**src/logic/adcTypesPkg.sv**
```systemverilog
// Sample, lane and FIFO word types and the start-up settling constants shared by the ADC path
package adcTypesPkg;

  // Width of one lane in the packed FIFO word
  // Wide enough for the largest legal ADC width of 16 bits
  localparam int laneBits = 16;

  // One two's-complement sample, zero-padded above the ADC width
  typedef logic [laneBits-1:0] laneT;

  // Packed FIFO word
  // Q sits in the upper lane and I in the lower lane
  typedef logic [2*laneBits-1:0] fifoWordT;

  // Settling counter width
  // Must hold settleCycles without wrapping
  localparam int settleBits = 5;

  // Counter type for the start-up settling period
  typedef logic [settleBits-1:0] settleCountT;

  // ADC pipeline delay after reset release, in ADC clock cycles
  // The counter stops here and writing is enabled one cycle later
  localparam settleCountT settleCycles = settleCountT'(16);

endpackage

```
**src/logic/dspReadPacer.sv**
```systemverilog
// DSP-domain reader that drains the sample FIFO and presents I/Q samples with a valid strobe
`timescale 1ns/1ps

module dspReadPacer #(
  // ADC width, legal values 10, 14 or 16
  parameter int sampleBits = 10
) (
  input  logic                   DSP_CLK_IN,
  input  logic                   DSP_RST_IN,
  input  adcTypesPkg::fifoWordT  rdData,
  input  logic                   fifoEmpty,
  input  logic                   dspEnable,
  output logic                   rdEn,
  output logic                   sampleValid,
  output logic [sampleBits-1:0]  sampleI,
  output logic [sampleBits-1:0]  sampleQ
);

  // Bit position of the Q lane in the packed word
  localparam int qBase = adcTypesPkg::laneBits;

  // High while rdData holds a freshly read word
  logic dataReady;

  // Read whenever a word is waiting and the DSP side allows it
  // Back-to-back reads keep one read in flight behind each output
  assign rdEn = ~fifoEmpty & dspEnable;

  // Valid pipeline
  // FIFO data register lands one edge after the read, outputs one edge later
  always_ff @(posedge DSP_CLK_IN or posedge DSP_RST_IN) begin
    if (DSP_RST_IN) begin
      dataReady   <= 1'b0;
      sampleValid <= 1'b0;
    end else begin
      dataReady   <= rdEn;
      sampleValid <= dataReady;
    end
  end

  // Output registers hold the last sample between valid pulses
  // Padding above sampleBits is dropped
  always_ff @(posedge DSP_CLK_IN) begin
    if (dataReady) begin
      sampleI <= rdData[sampleBits-1:0];
      sampleQ <= rdData[qBase +: sampleBits];
    end
  end

  // Every valid pulse traces back to a read two edges earlier
  validFollowsRead: assert property (
    @(posedge DSP_CLK_IN) disable iff (DSP_RST_IN)
    sampleValid |-> $past(rdEn, 2)
  );

endmodule

```
**config.mk**
```make
export PLATFORM = sky130hd
export DESIGN_NAME = dspReadPacer
export DESIGN_NICKNAME = d
export VERILOG_FILES = /design/src/logic/adcTypesPkg.sv /design/src/logic/dspReadPacer.sv
export SDC_FILE = /design/constraint.sdc
export NUM_CORES = 1
export LEC_CHECK = 0
export BUFFER_PORTS_ARGS = -buffer_cell sky130_fd_sc_hd__buf_4
export CORE_MARGIN = 2
export CORE_UTILIZATION = 41
export CTS_BUF_LIST = sky130_fd_sc_hd__clkbuf_4
export CTS_CLUSTER_SIZE = 20
export DETAILED_ROUTE_END_ITERATION = 7
export PLACE_DENSITY = 0.93
export REMOVE_ABC_BUFFERS = 1
export SLEW_MARGIN = 20
export SYNTH_ARGS = -nofsm -noshare
export SYNTH_HDL_FRONTEND = slang
export SYNTH_SLANG_ARGS = --single-unit
```
**constraint.sdc**
```tcl
create_clock -name DSP_CLK_IN -period 2.06 [get_ports DSP_CLK_IN]
set_clock_uncertainty 0.05 [all_clocks]
set_input_delay 0.412 -clock DSP_CLK_IN [delete_from_list [all_inputs] [get_ports DSP_CLK_IN]]
set_output_delay 0.412 -clock DSP_CLK_IN [all_outputs]
set_load 0.01 [all_outputs]
```
Word level (Yosys, flattened, before mapping)
Index checks and enable logic that the tools add are counted.
{"block": "totals", "input_bits": 36, "output_inout_bits": 22, "register_bits": 22, "elab_cells": 6}
{"block": "classes", "bitwise": 2}
{"cell": "1-bit AND", "n": 1}
{"cell": "1-bit inverter", "n": 1}

Depth between registers and ports, before layout
{"block": "depth", "ltp_word": 2, "ltp_mapped": 1, "mapped_depth_nobuf": 1}

Least setup slack after synthesis
OpenSTA, ideal clock, no wires.
{"block": "synth_path", "path_kind": "flip-flop to flip-flop", "startpoint": "register dataReady", "endpoint": "register sampleI[0], enable pin", "period_less_slack_ns": 1.132, "path_stages_with_launch": 1, "t_arrival_ns": 0.706, "slack_ns": 0.928, "path_buffers": 0, "path_cell_list": "dfrtp_1"}
{"element": "from (decl)", "line": "dspReadPacer.sv:23", "rtl": "logic dataReady;"}
{"element": "from (signal assigned)", "line": "dspReadPacer.sv:36", "rtl": "dataReady <= rdEn;"}
{"element": "to (signal assigned)", "line": "dspReadPacer.sv:45", "rtl": "sampleI <= rdData[sampleBits-1:0];"}
{"element": "to (decl)", "line": "dspReadPacer.sv:15", "rtl": "output logic [sampleBits-1:0] sampleI,"}
No word-level cell between the ends.

Worst setup path after layout
{"block": "layout_path", "startpoint": "register sampleQ[2]", "endpoint": "output port sampleQ[2]"}
{"element": "from (decl)", "line": "dspReadPacer.sv:16", "rtl": "output logic [sampleBits-1:0] sampleQ"}
{"element": "from (signal assigned)", "line": "dspReadPacer.sv:46", "rtl": "sampleQ <= rdData[qBase +: sampleBits];"}
No word-level cell between the ends.

==> results.sh <==
export IMPL_powerDensity_mw_per_mm2=737
export IMPL_crit_type="reg -> out"
export IMPL_antenna_left=0
export IMPL_grt_overflow=0
export IMPL_place_ws_ps=776
export IMPL_grt_pass1_wl_um=1770
export IMPL_fin_util_pct=69.7
export IMPL_end_kind="primary output"
export IMPL_cts_num_sinks=22
export IMPL_clk_pin_slew_ps=120
export IMPL_holdCritPathClass="in -> reg"
export IMPL_insertion_delay_ps=290
export IMPL_ctsHtreeMaxLevel=1
export IMPL_route_vias_total=394
export IMPL_cts_resized=0
export IMPL_grt_setup_unrepaired="no"
export IMPL_grt_util_all_layers_pct=13.0
export IMPL_drt_iter0_markers=9
export IMPL_layout_worst_path_cycle_share_pct=63.4
export IMPL_antenna_cells=0
export IMPL_ys_seq_area_share_pct=97.4
export IMPL_wl_um=1260
export IMPL_slew_headroom_pct=47.3
export IMPL_cp_start_kind="register"
export IMPL_cts_tree="built"
export IMPL_vdd_drop_max_uv=504
export IMPL_ctsLongestPathBuffers=2
export IMPL_synthToLayoutAreaGrowth_pct=59.0
export IMPL_synth_cell_area_um2=668
export IMPL_setup_violations=0
export IMPL_yosysWarnings=0
export IMPL_yosysUniqueCellTypes=4
export IMPL_leakage_nw=0.462
export IMPL_design_area_mm2=0.00106
export IMPL_tightest_slew_ps=790
export IMPL_fmax_mhz=766
export IMPL_setup_ws_ps=754
export IMPL_core_mm2=0.00152
export IMPL_cts_hold_fix_buffers=1
export IMPL_slew_violations=0
export IMPL_antenna_found_initial=0
export IMPL_die_w_um=44.4
export IMPL_ys_ff_latch=22
export IMPL_setup_tns_ps=0
export IMPL_post_route_min_period_ps=1310
export IMPL_wire_per_inst_um=13.9
export IMPL_path_max_fanout=1
export IMPL_hold_violations=0
export IMPL_grt_max_degree=22
export IMPL_fin_nets=111
export IMPL_avgViaCountPerCell=4.38
export IMPL_start_util_pct=43.8
export IMPL_critPathMaxStageDelay_ps=400
export IMPL_slowest_stage="edfxtp_1"
export IMPL_cts_buffers=3
export IMPL_worstPathCellList="buf_4"
export IMPL_drc=0
export IMPL_first_pass_iters=3
export IMPL_clockRootBuffer="clkbuf_4"
export IMPL_max_cap_violations=0
export IMPL_crit_family="flip-flops"
export IMPL_crit_buf_inv=1
export IMPL_crit_required_ps=1600
export IMPL_portBuffers=45
export IMPL_layout_drive_gt1_share_pct=66.2
export IMPL_dieArea_mm2=0.00197
export IMPL_worstPathArrival_ps=840
export IMPL_avgSynthCellArea_um2=27.8
export IMPL_post_dp_cell_area_mm2=0.00103
export IMPL_die_y_um=44.4
export IMPL_ioPinCount=58
export IMPL_place_gp_congestion=0.614
export IMPL_cts_setup_buffers=0
export IMPL_synthCells=24
export IMPL_status="finished clean"
export IMPL_grt_pass1_vias=377
export IMPL_rows=14
[cell type report]
cell class                      instances  area [µm²]
Tap cell                               16        20.0
Multi-Input combinational cell          1        13.8
Fill cell                              99         462
Clock buffer                            3        22.5
Inverter                                1        3.75
Timing Repair Buffer                   46         348
Clock inverter                          1        3.75
Sequential cell                        22         651
[metrics by stage]
| stage | instances | power (mW) | hold WS (ps) |
|---|---|---|---|
| 2_1_floorplan | 24 | 0.542 | 103 |
| 3_3_place_gp | 85 | 0.601 | 223 |
| 3_5_place_dp | 85 | 0.604 | 227 |
| 4_1_cts | 90 | 0.787 | 216 |
| 5_1_grt | 90 | 0.813 | 199 |
| 6_report | 90 | 0.782 | 221 |
[cells in the final DEF (no fill, tap or decap)]
| master | synthesis | routed |
|---|---|---|
| buf_4 | 0 | 45 |
| edfxtp_1 | 20 | 20 |
| clkbuf_4 | 0 | 3 |
| dfrtp_1 | 2 | 2 |
| nor2b_4 | 1 | 1 |
| inv_1 | 1 | 1 |
| clkinv_1 | 0 | 1 |
| dlygate4sd3_1 | 0 | 1 |
[kinds of logic (layout without fill, tap and decap cells)]
group	count (synthesis)	after routing	synth area share (%)
and+or+nand+nor	1	1	2.06
DFF	22	22	97.4
buffers and inverters	1	51	0.561
[registers in the layout (all words and copies together), names as in the netlist]
register	count
dataReady	1
sampleI	10
sampleQ	10
sampleValid	1
[cell usage after synthesis, drive strengths merged]
library cell | instances | area [µm²]
edfxtp | 20 | 601
dfrtp | 2 | 50.1
inv | 1 | 3.75
nor2b | 1 | 13.8
[report_power, final]
part	total (mW)	internal [mW]	switching, mW	leakage, nW
combinational	0.0735	0.0502	0.0233	0.234
sequential	0.521	0.509	0.0118	0.213
clock	0.188	0.0704	0.118	0.0154
total	0.782	0.629	0.153	0.462
[final timing paths]
path / cells past startpoint / to / slack [ps] / start
setup / recovery: 1 / sampleQ[2] / 750 / sampleQ[2]
hold / removal: 2 / dataReady / 220 / fifoEmpty
setup reg to reg: 0 / sampleQ[0] / 780 / dataReady
hold reg to reg: 0 / sampleValid / 820 / dataReady
max in group asynchronous: 3 / dataReady / 1380 / DSP_RST_IN
min in group asynchronous: 3 / sampleValid / 460 / DSP_RST_IN
[metal layers]
metal | global-route usage [%] | share of wire, % | up-vias
met5 | 0 | 0 | -
met4 | 3.64 | 0 | 0
met3 | 2.86 | 6.1 | 0
met2 | 22.9 | 60 | 17
met1 | 16.1 | 34 | 185
li1 | - | - | 192
Note: power is estimated with default switching activity, not from simulation.
