$ cat config.mk
export PLATFORM = sky130hd
export DESIGN_NAME = adcCapture
export DESIGN_NICKNAME = d
export VERILOG_FILES = /design/src/logic/adcTypesPkg.sv /design/src/logic/adcCapture.sv
export SDC_FILE = /design/constraint.sdc
export NUM_CORES = 1
export LEC_CHECK = 0
export ABC_CLOCK_PERIOD_IN_PS = 1660
export BUFFER_PORTS_ARGS = -buffer_cell sky130_fd_sc_hd__clkbuf_2
export CAP_MARGIN = 5
export CORE_ASPECT_RATIO = 0.5
export CORE_MARGIN = 2
export CORE_UTILIZATION = 25
export CTS_CLUSTER_DIAMETER = 30
export DETAILED_ROUTE_END_ITERATION = 6
export PLACE_DENSITY = 0.62
export RECOVER_POWER = 100
export SLEW_MARGIN = 0
export SYNTH_ARGS = -nofsm -noshare
export SYNTH_HDL_FRONTEND = slang
export SYNTH_SLANG_ARGS = --single-unit
$ cat constraint.sdc
create_clock -name ADC_CLK_IN -period 1.66 [get_ports ADC_CLK_IN]
set_clock_uncertainty 0.15 [all_clocks]
set_input_delay 0.083 -clock ADC_CLK_IN [delete_from_list [all_inputs] [get_ports ADC_CLK_IN]]
set_output_delay 0.083 -clock ADC_CLK_IN [all_outputs]
set_load 0.05 [all_outputs]
$ cat src/logic/adcTypesPkg.sv
// Sample, lane and FIFO word types and the start-up settling constants shared by the ADC path
package adcTypesPkg;

  // Width of one lane in the packed FIFO word
  // Wide enough for the largest legal ADC width of 16 bits
  localparam int laneBits = 16;

  // One two's-complement sample, zero-padded above the ADC width
  typedef logic [laneBits-1:0] laneT;

  // Packed FIFO word
  // Q sits in the upper lane and I in the lower lane
  typedef logic [2*laneBits-1:0] fifoWordT;

  // Settling counter width
  // Must hold settleCycles without wrapping
  localparam int settleBits = 5;

  // Counter type for the start-up settling period
  typedef logic [settleBits-1:0] settleCountT;

  // ADC pipeline delay after reset release, in ADC clock cycles
  // The counter stops here and writing is enabled one cycle later
  localparam settleCountT settleCycles = settleCountT'(16);

endpackage

$ cat src/logic/adcCapture.sv
// ADC-domain capture that converts I/Q samples, waits out start-up settling and feeds the FIFO
`timescale 1ns/1ps

module adcCapture #(
  // ADC width, legal values 10, 14 or 16
  parameter int sampleBits = 10
) (
  input  logic                   ADC_CLK_IN,
  input  logic                   DSP_RST_IN,
  input  logic [sampleBits-1:0]  adcDataI,
  input  logic [sampleBits-1:0]  adcDataQ,
  input  logic                   fifoFull,
  output adcTypesPkg::fifoWordT  wrData,
  output logic                   wrEn,
  output logic                   overflow
);

  // One converted sample at the native ADC width
  typedef logic [sampleBits-1:0] sampleT;

  sampleT convI;
  sampleT convQ;
  adcTypesPkg::laneT laneI;
  adcTypesPkg::laneT laneQ;
  adcTypesPkg::settleCountT settleCount;
  logic settled;

  // Offset binary to two's complement
  // Only the MSB flips, the magnitude bits pass unchanged
  function automatic sampleT toTwos(input sampleT raw);
    return {~raw[sampleBits-1], raw[sampleBits-2:0]};
  endfunction

  // Input register for both channels
  // Conversion happens on the way in so the word is ready one cycle later
  always_ff @(posedge ADC_CLK_IN) begin
    convI <= toTwos(adcDataI);
    convQ <= toTwos(adcDataQ);
  end

  // Zero-pad each sample up to a full lane
  assign laneI = adcTypesPkg::laneT'(convI);
  assign laneQ = adcTypesPkg::laneT'(convQ);

  // Q over I in the packed word
  assign wrData = {laneQ, laneI};

  // Settling counter and write qualifier
  // Counter stops at settleCycles, settled rises on the following edge
  always_ff @(posedge ADC_CLK_IN or posedge DSP_RST_IN) begin
    if (DSP_RST_IN) begin
      settleCount <= '0;
      settled     <= 1'b0;
      overflow    <= 1'b0;
    end else begin
      if (settleCount != adcTypesPkg::settleCycles) begin
        settleCount <= settleCount + 1'b1;
      end
      if (settleCount == adcTypesPkg::settleCycles) begin
        settled <= 1'b1;
      end
      // A settled sample that meets a full FIFO is lost
      // Flag stays up until the next reset
      if (settled && fifoFull) begin
        overflow <= 1'b1;
      end
    end
  end

  // Every settled sample is written unless the FIFO is full
  assign wrEn = settled & ~fifoFull;

  // FIFO fills only from settled writes
  // Full before settling means its flags left reset wrong
  fullOnlyWhenSettled: assert property (
    @(posedge ADC_CLK_IN) disable iff (DSP_RST_IN)
    fifoFull |-> settled
  );

  // Overflow is sticky between resets
  overflowSticky: assert property (
    @(posedge ADC_CLK_IN) disable iff (DSP_RST_IN)
    !$fell(overflow)
  );

endmodule

; After elaboration in Yosys (flattened, before gate mapping)
; Cells that the tools add are included.
[totals]
reg_bits = 27
[classes]
addsub = 1
n_bitwise = 4
eq_ne = 2
reduce_logical = 1
[ops]
columns = operator, count
row1 = adder 5 x 1 -> 5 bit (second input constant), 1
row2 = == test 5 bit (second input constant), 1
row3 = inequality test 5 bit (second input constant), 1
row4 = NOT 1 bit, 3
row5 = bitwise AND 1 bit, 1
row6 = logical AND 1 bit, 1

; Longest topological paths before layout
; Gate-level depths: netlist (run 1).
[depth]
depth_word = 2
depth_mapped = 4
depth_no_buf = 4

; Worst setup path after synthesis (run 1)
; OpenSTA, ideal clock, no wires.
[synth_timing]
kind = register to register
startpoint = reg settleCount[0]
endpoint = reg settleCount[1]
required_ps = 1385
synth_period_minus_slack_ps = 1404
path_stages_with_launch = 5
t_arrival_ps = 1128
slack_ps = 256
setup_time_ps = 125
path_cell_list = dfrtp_1 > inv_1 > ha_1 > and4bb_4 > mux2_4
[synth_via]
elab_chain_cells = 1
[synth_lines]
columns = item, line
row1 = from (decl), adcCapture.sv:25  ; adcTypesPkg::settleCountT settleCount;
row2 = from (signal assigned), adcCapture.sv:57  ; settleCount <= settleCount + 1'b1;
row3 = adder 5 x 1 -> 5 bit / inequality test 5 bit (equally long branches), "adcCapture.sv:57, adcCapture.sv:56"
; Parallel ways exist; a longest one is shown, timed or not.
; A chain may end at the register's enable or synchronous reset.

; Worst setup path in the final report (run 1)
; Ends and elaborated chain as after synthesis.

==> results of run 1 <==
==> routing by layer <==
metal  vias up  routed length (microns)  global-route usage [%]
li1        300                        -                       -
met1       299                      572                   9.714
met2        21                      887                   19.06
met3         2                       69                   2.742
met4         0                       12                   1.905
met5         -                        0                       0
==> per-stage QoR <==
step,hold WS [ps],utilization (%)
finish,109.5,41.76
global route,153.3,41.76
CTS,108.4,42.78
detailed placement,-142.0,34.05
global placement,-143.5,34.05
floorplan,-263.6,-
==> layout make-up <==
type	count	area, sq um	area share, %
clock inverters	1	7.507	0.5831
flip-flops and latches	27	575.6	44.70
multi-input cells	28	181.4	14.09
well taps	40	50.05	3.887
inverters	5	18.77	1.458
repair buffers	66	412.9	32.07
clock buffers	3	41.29	3.207
==> state kept, by name (all words and copies together), names as in the netlist <==
| register | flops |
|---|---|
| convQ | 10 |
| convI | 10 |
| settled | 1 |
| settleCount | 5 |
| overflow | 1 |
==> report_power, final <==
group	internal, mW	switching, mW	leakage, nW
clock	0.170	0.193	0.0217
sequential	0.676	0.00652	0.251
combinational	0.0623	0.183	0.313
total	0.908	0.382	0.586
==> critical path, stage by stage, from the launching register on <==
cell      delay (ps)
dfrtp_1          430
inv_1             70
ha_1             160
and4bb_4         250
mux2_1           310
==> cell usage in the layout, fill, tap and decap left out <==
cell	instances
a21o_1	1
and3b_2	1
and4bb_4	1
clkbuf_1	22
clkbuf_2	22
clkbuf_8	3
clkinvlp_4	1
conb_1	12
dfrtp_1	7
dfxtp_1	20
dlygate4sd3_1	22
ha_1	2
inv_1	5
mux2_1	1
nand2b_1	2
nand3_1	2
nor2b_1	1
o21ai_0	1
or2_2	1
xnor2_1	3
==> cell families (layout without fill, tap and decap cells) <==
| family | after synthesis | after routing |
|---|---|---|
| buf+inv | 17 | 75 |
| mux | 1 | 1 |
| xor+xnor | 3 | 3 |
| flops | 27 | 27 |
| compound gates | 2 | 2 |
| simple gates | 8 | 8 |
| other cells | 1 | 12 |
| fa+ha+maj | 2 | 2 |
==> repair_timing <==
item | CTS | global route
resized for setup | 0 | 0
hold endpoints to repair | 28 | 0
hold buffers | 22 | 0
setup endpoints to repair | 0 | 0
==> path summary, 6_finish.rpt <==
kind	to	depth (start not counted)	startpoint	slack [ps]
max	settleCount[1]	4	settleCount[0]	180
min	settleCount[1]	3	DSP_RST_IN	110
max reg2reg	settleCount[1]	4	settleCount[0]	180
min reg2reg	overflow	1	overflow	320
max in group asynchronous	settleCount[4]	3	DSP_RST_IN	1040
min in group ADC_CLK_IN	convI[0]	2	adcDataI[0]	300
==> metrics, run 1 <==
post-synthesis simple-gate area fraction about 7.4%; Max Cap Viol 0; clk_lat worst skew roughly 270 ps; Inserted Diodes 0; number of buffers created by CTS 3; Setup crit end kind register; Post-Place Worst Slack 199.9 ps; Final Non-Filler Cells 170; DRT iter0 DRCs 48; Post-Synthesis Cells 61; sequential area share after synthesis a little over two thirds; Tmin final 1482 ps; TritonRoute pass-1 iters 3; H-tree depth 1; number of fill cells in the layout 310; Arr. time, crit path 1490 ps; vias in the first global route 633; DRC 0; Ports 57; ys async rst share 25.93%; Critical Path Start Type register; share of cells above drive strength 1 about 22%; mux contribution to synthesized area under 10%; ys flop type dfxtp_1; Max VDD drop 0.0006042 V; Total GRT Usage 9.291%; Hold Crit Class input port to async pin; Final WS setup ~180 ps; Fmax 674.7 MHz; Final GP Congestion 0.6715; Starting Density 26.87%; routed vias 622; post-synth cell types 16; CTS tree done; Power Total 1.290 mW; routed wire length 1541 microns; synth top area cells dfxtp_1 (48%), dfrtp_1 (21%), buf_4 (11%), xnor2_1 (3.2%), ha_1 (3.0%); Post-DRT Antenna Nets 0; clk slew on worst S/H paths about 90 ps; synth cell count leaders dfxtp_1 (20), buf_4 (12), dfrtp_1 (7), inv_1 (5), xnor2_1 (3); Ys Warns 0; Layout area overhead 55.44%; Slew Viols, Final 0; Yosys top cell area share 48.34%; FP Rows 14; Mean Syn Cell Area about 14 sq um; vias per cell around 3.7; leakage 0.5860 nW; Post-CTS Setup Repair Bufs 0; Post-synth EDFFs 0; area leader, netlist dfxtp_1; Pwr Density 1002 mW/mm^2; clk root buf clkbuf_8; clock sink count 27; Final Cell Area 0.001287 sq mm; final setup violation count 0; adder-cell area share of the yosys netlist between 3 and 4%; setup total negative slack 0 ps; placed insts 144; CP max FO 4; worst rel slew slack about three fifths; critical path class register to register; largest family of logic cells by synthesized area buffers and inverters; RSZ-0062 raised after global routing false; average wire per standard cell 9.065 microns; count leader, synth dfxtp_1; Synth Cell Area between 800 and 900 sq um; input/output buffers 44; Nets 156; initial antenna violation count 0; Die ar. 0.003817 sq mm; period utilization 89.28%; first-pass GRT wire length ~2700 microns; placed cell areas 0.001050 sq mm; Core ar. 0.003083 sq mm; Worst Max-Slew Pin Slew 618.7 ps; Die Ht ~45 microns; Remaining Overflow, GRT 0; CP required between 1500 and 2000 ps; Hold Vio Cnt, Final 0; CTS Buffer Depth 2; Post-Synth XOR/XNOR Area 3.172%; largest net degree at the start of global routing 17; status finished clean; synthesis-stage register bit count 27; compound-cell area share of the yosys netlist around 1.5%; Die X around 85 microns
Note: power is estimated with default switching activity, not from simulation.
==> inputs of run 2 (changes only) <==
SETUP_SLACK_MARGIN = 0.4   (was not set)
==> metrics, run 2 (synthesized netlist as in run 1, its figures left out) <==
clk slew on worst S/H paths 80 ps (was 90 ps); FP Rows 14 (unchanged); Tmin final 1436 ps (was 1482 ps); CP required 1660 ps (was 1670 ps); status finished clean (unchanged); Inserted Diodes 0 (unchanged); reg2reg end settleCount[1] (unchanged); routed wire length 1708 microns (was 1541 microns); worst reg2reg path depth 4 (unchanged); H-tree depth 1 (unchanged); initial antenna violation count 0 (unchanged); Die X 85.40 microns (unchanged); Hold Vio Cnt, Final 0 (unchanged); clk root buf clkbuf_8 (unchanged); average wire per standard cell 9.596 microns (was 9.065 microns); final setup violation count 0 (unchanged); CTS Buffer Depth 2 (unchanged); Final GP Congestion 0.7979 (was 0.6715); vias per cell 3.657 (was 3.659); Max VDD drop 0.0007270 V (was 0.0006042 V); Die Ht 44.70 microns (unchanged); CP bufs+invs 1 (unchanged); input/output buffers 44 (unchanged); Pwr Density 946.2 mW/mm^2 (was 1002 mW/mm^2); worst r2r src settleCount[0] (unchanged); DRC 0 (unchanged); biggest regs convI (10), convQ (10), settleCount (5) (unchanged); routed vias 651 (was 622); largest net degree at the start of global routing 15 (was 17); worst rel slew slack 58.86% (was 58.93%); DP Wirelength between 1000 and 1500 microns; Core ar. 0.003083 sq mm (unchanged); Worst Max-Slew Pin Slew 619.7 ps (was 618.7 ps); Post-DRT Antenna Nets 0 (unchanged); first-pass GRT wire length 2766 microns (was 2746 microns); CP max FO 3 (was 4); DRT iter0 DRCs 12 (was 48); clk_lat worst skew 260 ps (was 270 ps); Setup crit end kind register (unchanged); leakage 0.6259 nW (was 0.5860 nW); Remaining Overflow, GRT 0 (unchanged); Worst path top cell family by delay flip-flops (unchanged); Hold Crit Class input port to async pin (unchanged); Max Cap Viol 0 (unchanged); CTS tree done (unchanged); most frequent cells in the layout clkbuf_1 (24), dlygate4sd3_1 (22), clkbuf_2 (22), dfxtp_1 (20), conb_1 (12) (was dlygate4sd3_1 (22), clkbuf_2 (22), clkbuf_1 (22), dfxtp_1 (20), conb_1 (12)); number of buffers created by CTS 3 (unchanged); share of cells above drive strength 1 26.81% (was 22.31%); Slew Viols, Final 0 (unchanged); Critical Path Start Type register (unchanged); period utilization 86.49% (was 89.28%); worst-path cell with the longest stage delay dfrtp_1 (unchanged); TritonRoute pass-1 iters 2 (was 3); Die ar. 0.003817 sq mm (unchanged); Final Cell Area 0.001354 sq mm (was 0.001287 sq mm); Fmax 696.5 MHz (was 674.7 MHz); WHS 126.1 ps (was 109.5 ps); clock sink count 27 (unchanged); Starting Density 26.87% (unchanged); placed cell areas 0.001052 sq mm (was 0.001050 sq mm); reg2reg setup slack 220 ps (was 180 ps); Nets 164 (was 156); critical path class register to register (unchanged); most common cell after layout, fill and taps aside clkbuf_1; Total GRT Usage 9.483% (was 9.291%); vias in the first global route 648 (was 633); RSZ-0062 raised after global routing true (was false); Arr. time, crit path 1440 ps (was 1490 ps); Ports 57 (unchanged); CP cell instances inv_1, ha_1, and4bb_4, mux2_1 (unchanged); setup total negative slack 0 ps (unchanged); Layout area overhead 63.44% (was 55.44%); crit-path max cell delay 390 ps (was 430 ps)
## run 2: cell count changes in the layout (fill, tap and decap cells not counted), sizes merged
cell      change
buf           +5
clkbuf        +4
clkinvlp      -1
## run 2: worst max path at each step
| stage | slack, ps | depth (start not counted) | endpoint | startpoint |
|---|---|---|---|---|
| 3_5_place_dp | 190 | 4 | settleCount[1] | settleCount[0] |
| 5_1_grt | 170 | 4 | settleCount[1] | settleCount[1] |
| 2_1_floorplan | 260 | 4 | settleCount[1] | settleCount[0] |
| 3_3_place_gp | 230 | 4 | settleCount[1] | settleCount[0] |
| 6_report | 220 | 4 | settleCount[1] | settleCount[0] |
| 4_1_cts | 250 | 4 | settleCount[1] | settleCount[0] |
## run 2: worst min-delay path: cells and delay by family
kind / cells / cell delay, ps
buffers and inverters: 3 / 840
## run 2: report_power, final
group / switching (mW) / internal (mW)
Combinational: 0.182 / 0.0626
Sequential: 0.00639 / 0.676
Clock: 0.183 / 0.171
Total: 0.371 / 0.910
## run 2: repair_timing
action                                  4_1_cts  5_1_grt
hold endpoints to repair                     28        0
buffers inserted                              3        5
hold buffers                                 22        0
gates resized for setup                       1        8
cloned                                        0        0
endpoints found under the setup margin        3        5
## run 2: layout make-up
| class | instances | area, sq um |
|---|---|---|
| well taps | 40 | 50.05 |
| repair buffers | 74 | 473.0 |
| inverters | 5 | 18.77 |
| fillers | 296 | 1729 |
| clock buffers | 4 | 45.04 |
| multi-input cells | 28 | 191.4 |
| flip-flops and latches | 27 | 575.6 |
## run 2: per-layer routing
| layer | track usage (%) | part of all wire (%) |
|---|---|---|
| met1 | 9.339 | 35 |
| met2 | 18.59 | 58 |
| met3 | 3.656 | 5.3 |
| met4 | 3.810 | 1.1 |
| met5 | 0 | 0 |
## run 2: metrics by stage
stage	setup slack [ps]	power, mW	instances	utilization, %
floorplan	256.5	0.8786	72	-
global placement	227.4	0.9061	144	34.13
detailed placement	190.2	0.9079	144	34.13
CTS	250.3	1.301	173	43.55
global route	169.3	1.341	178	43.91
finish	224.3	1.281	178	43.91
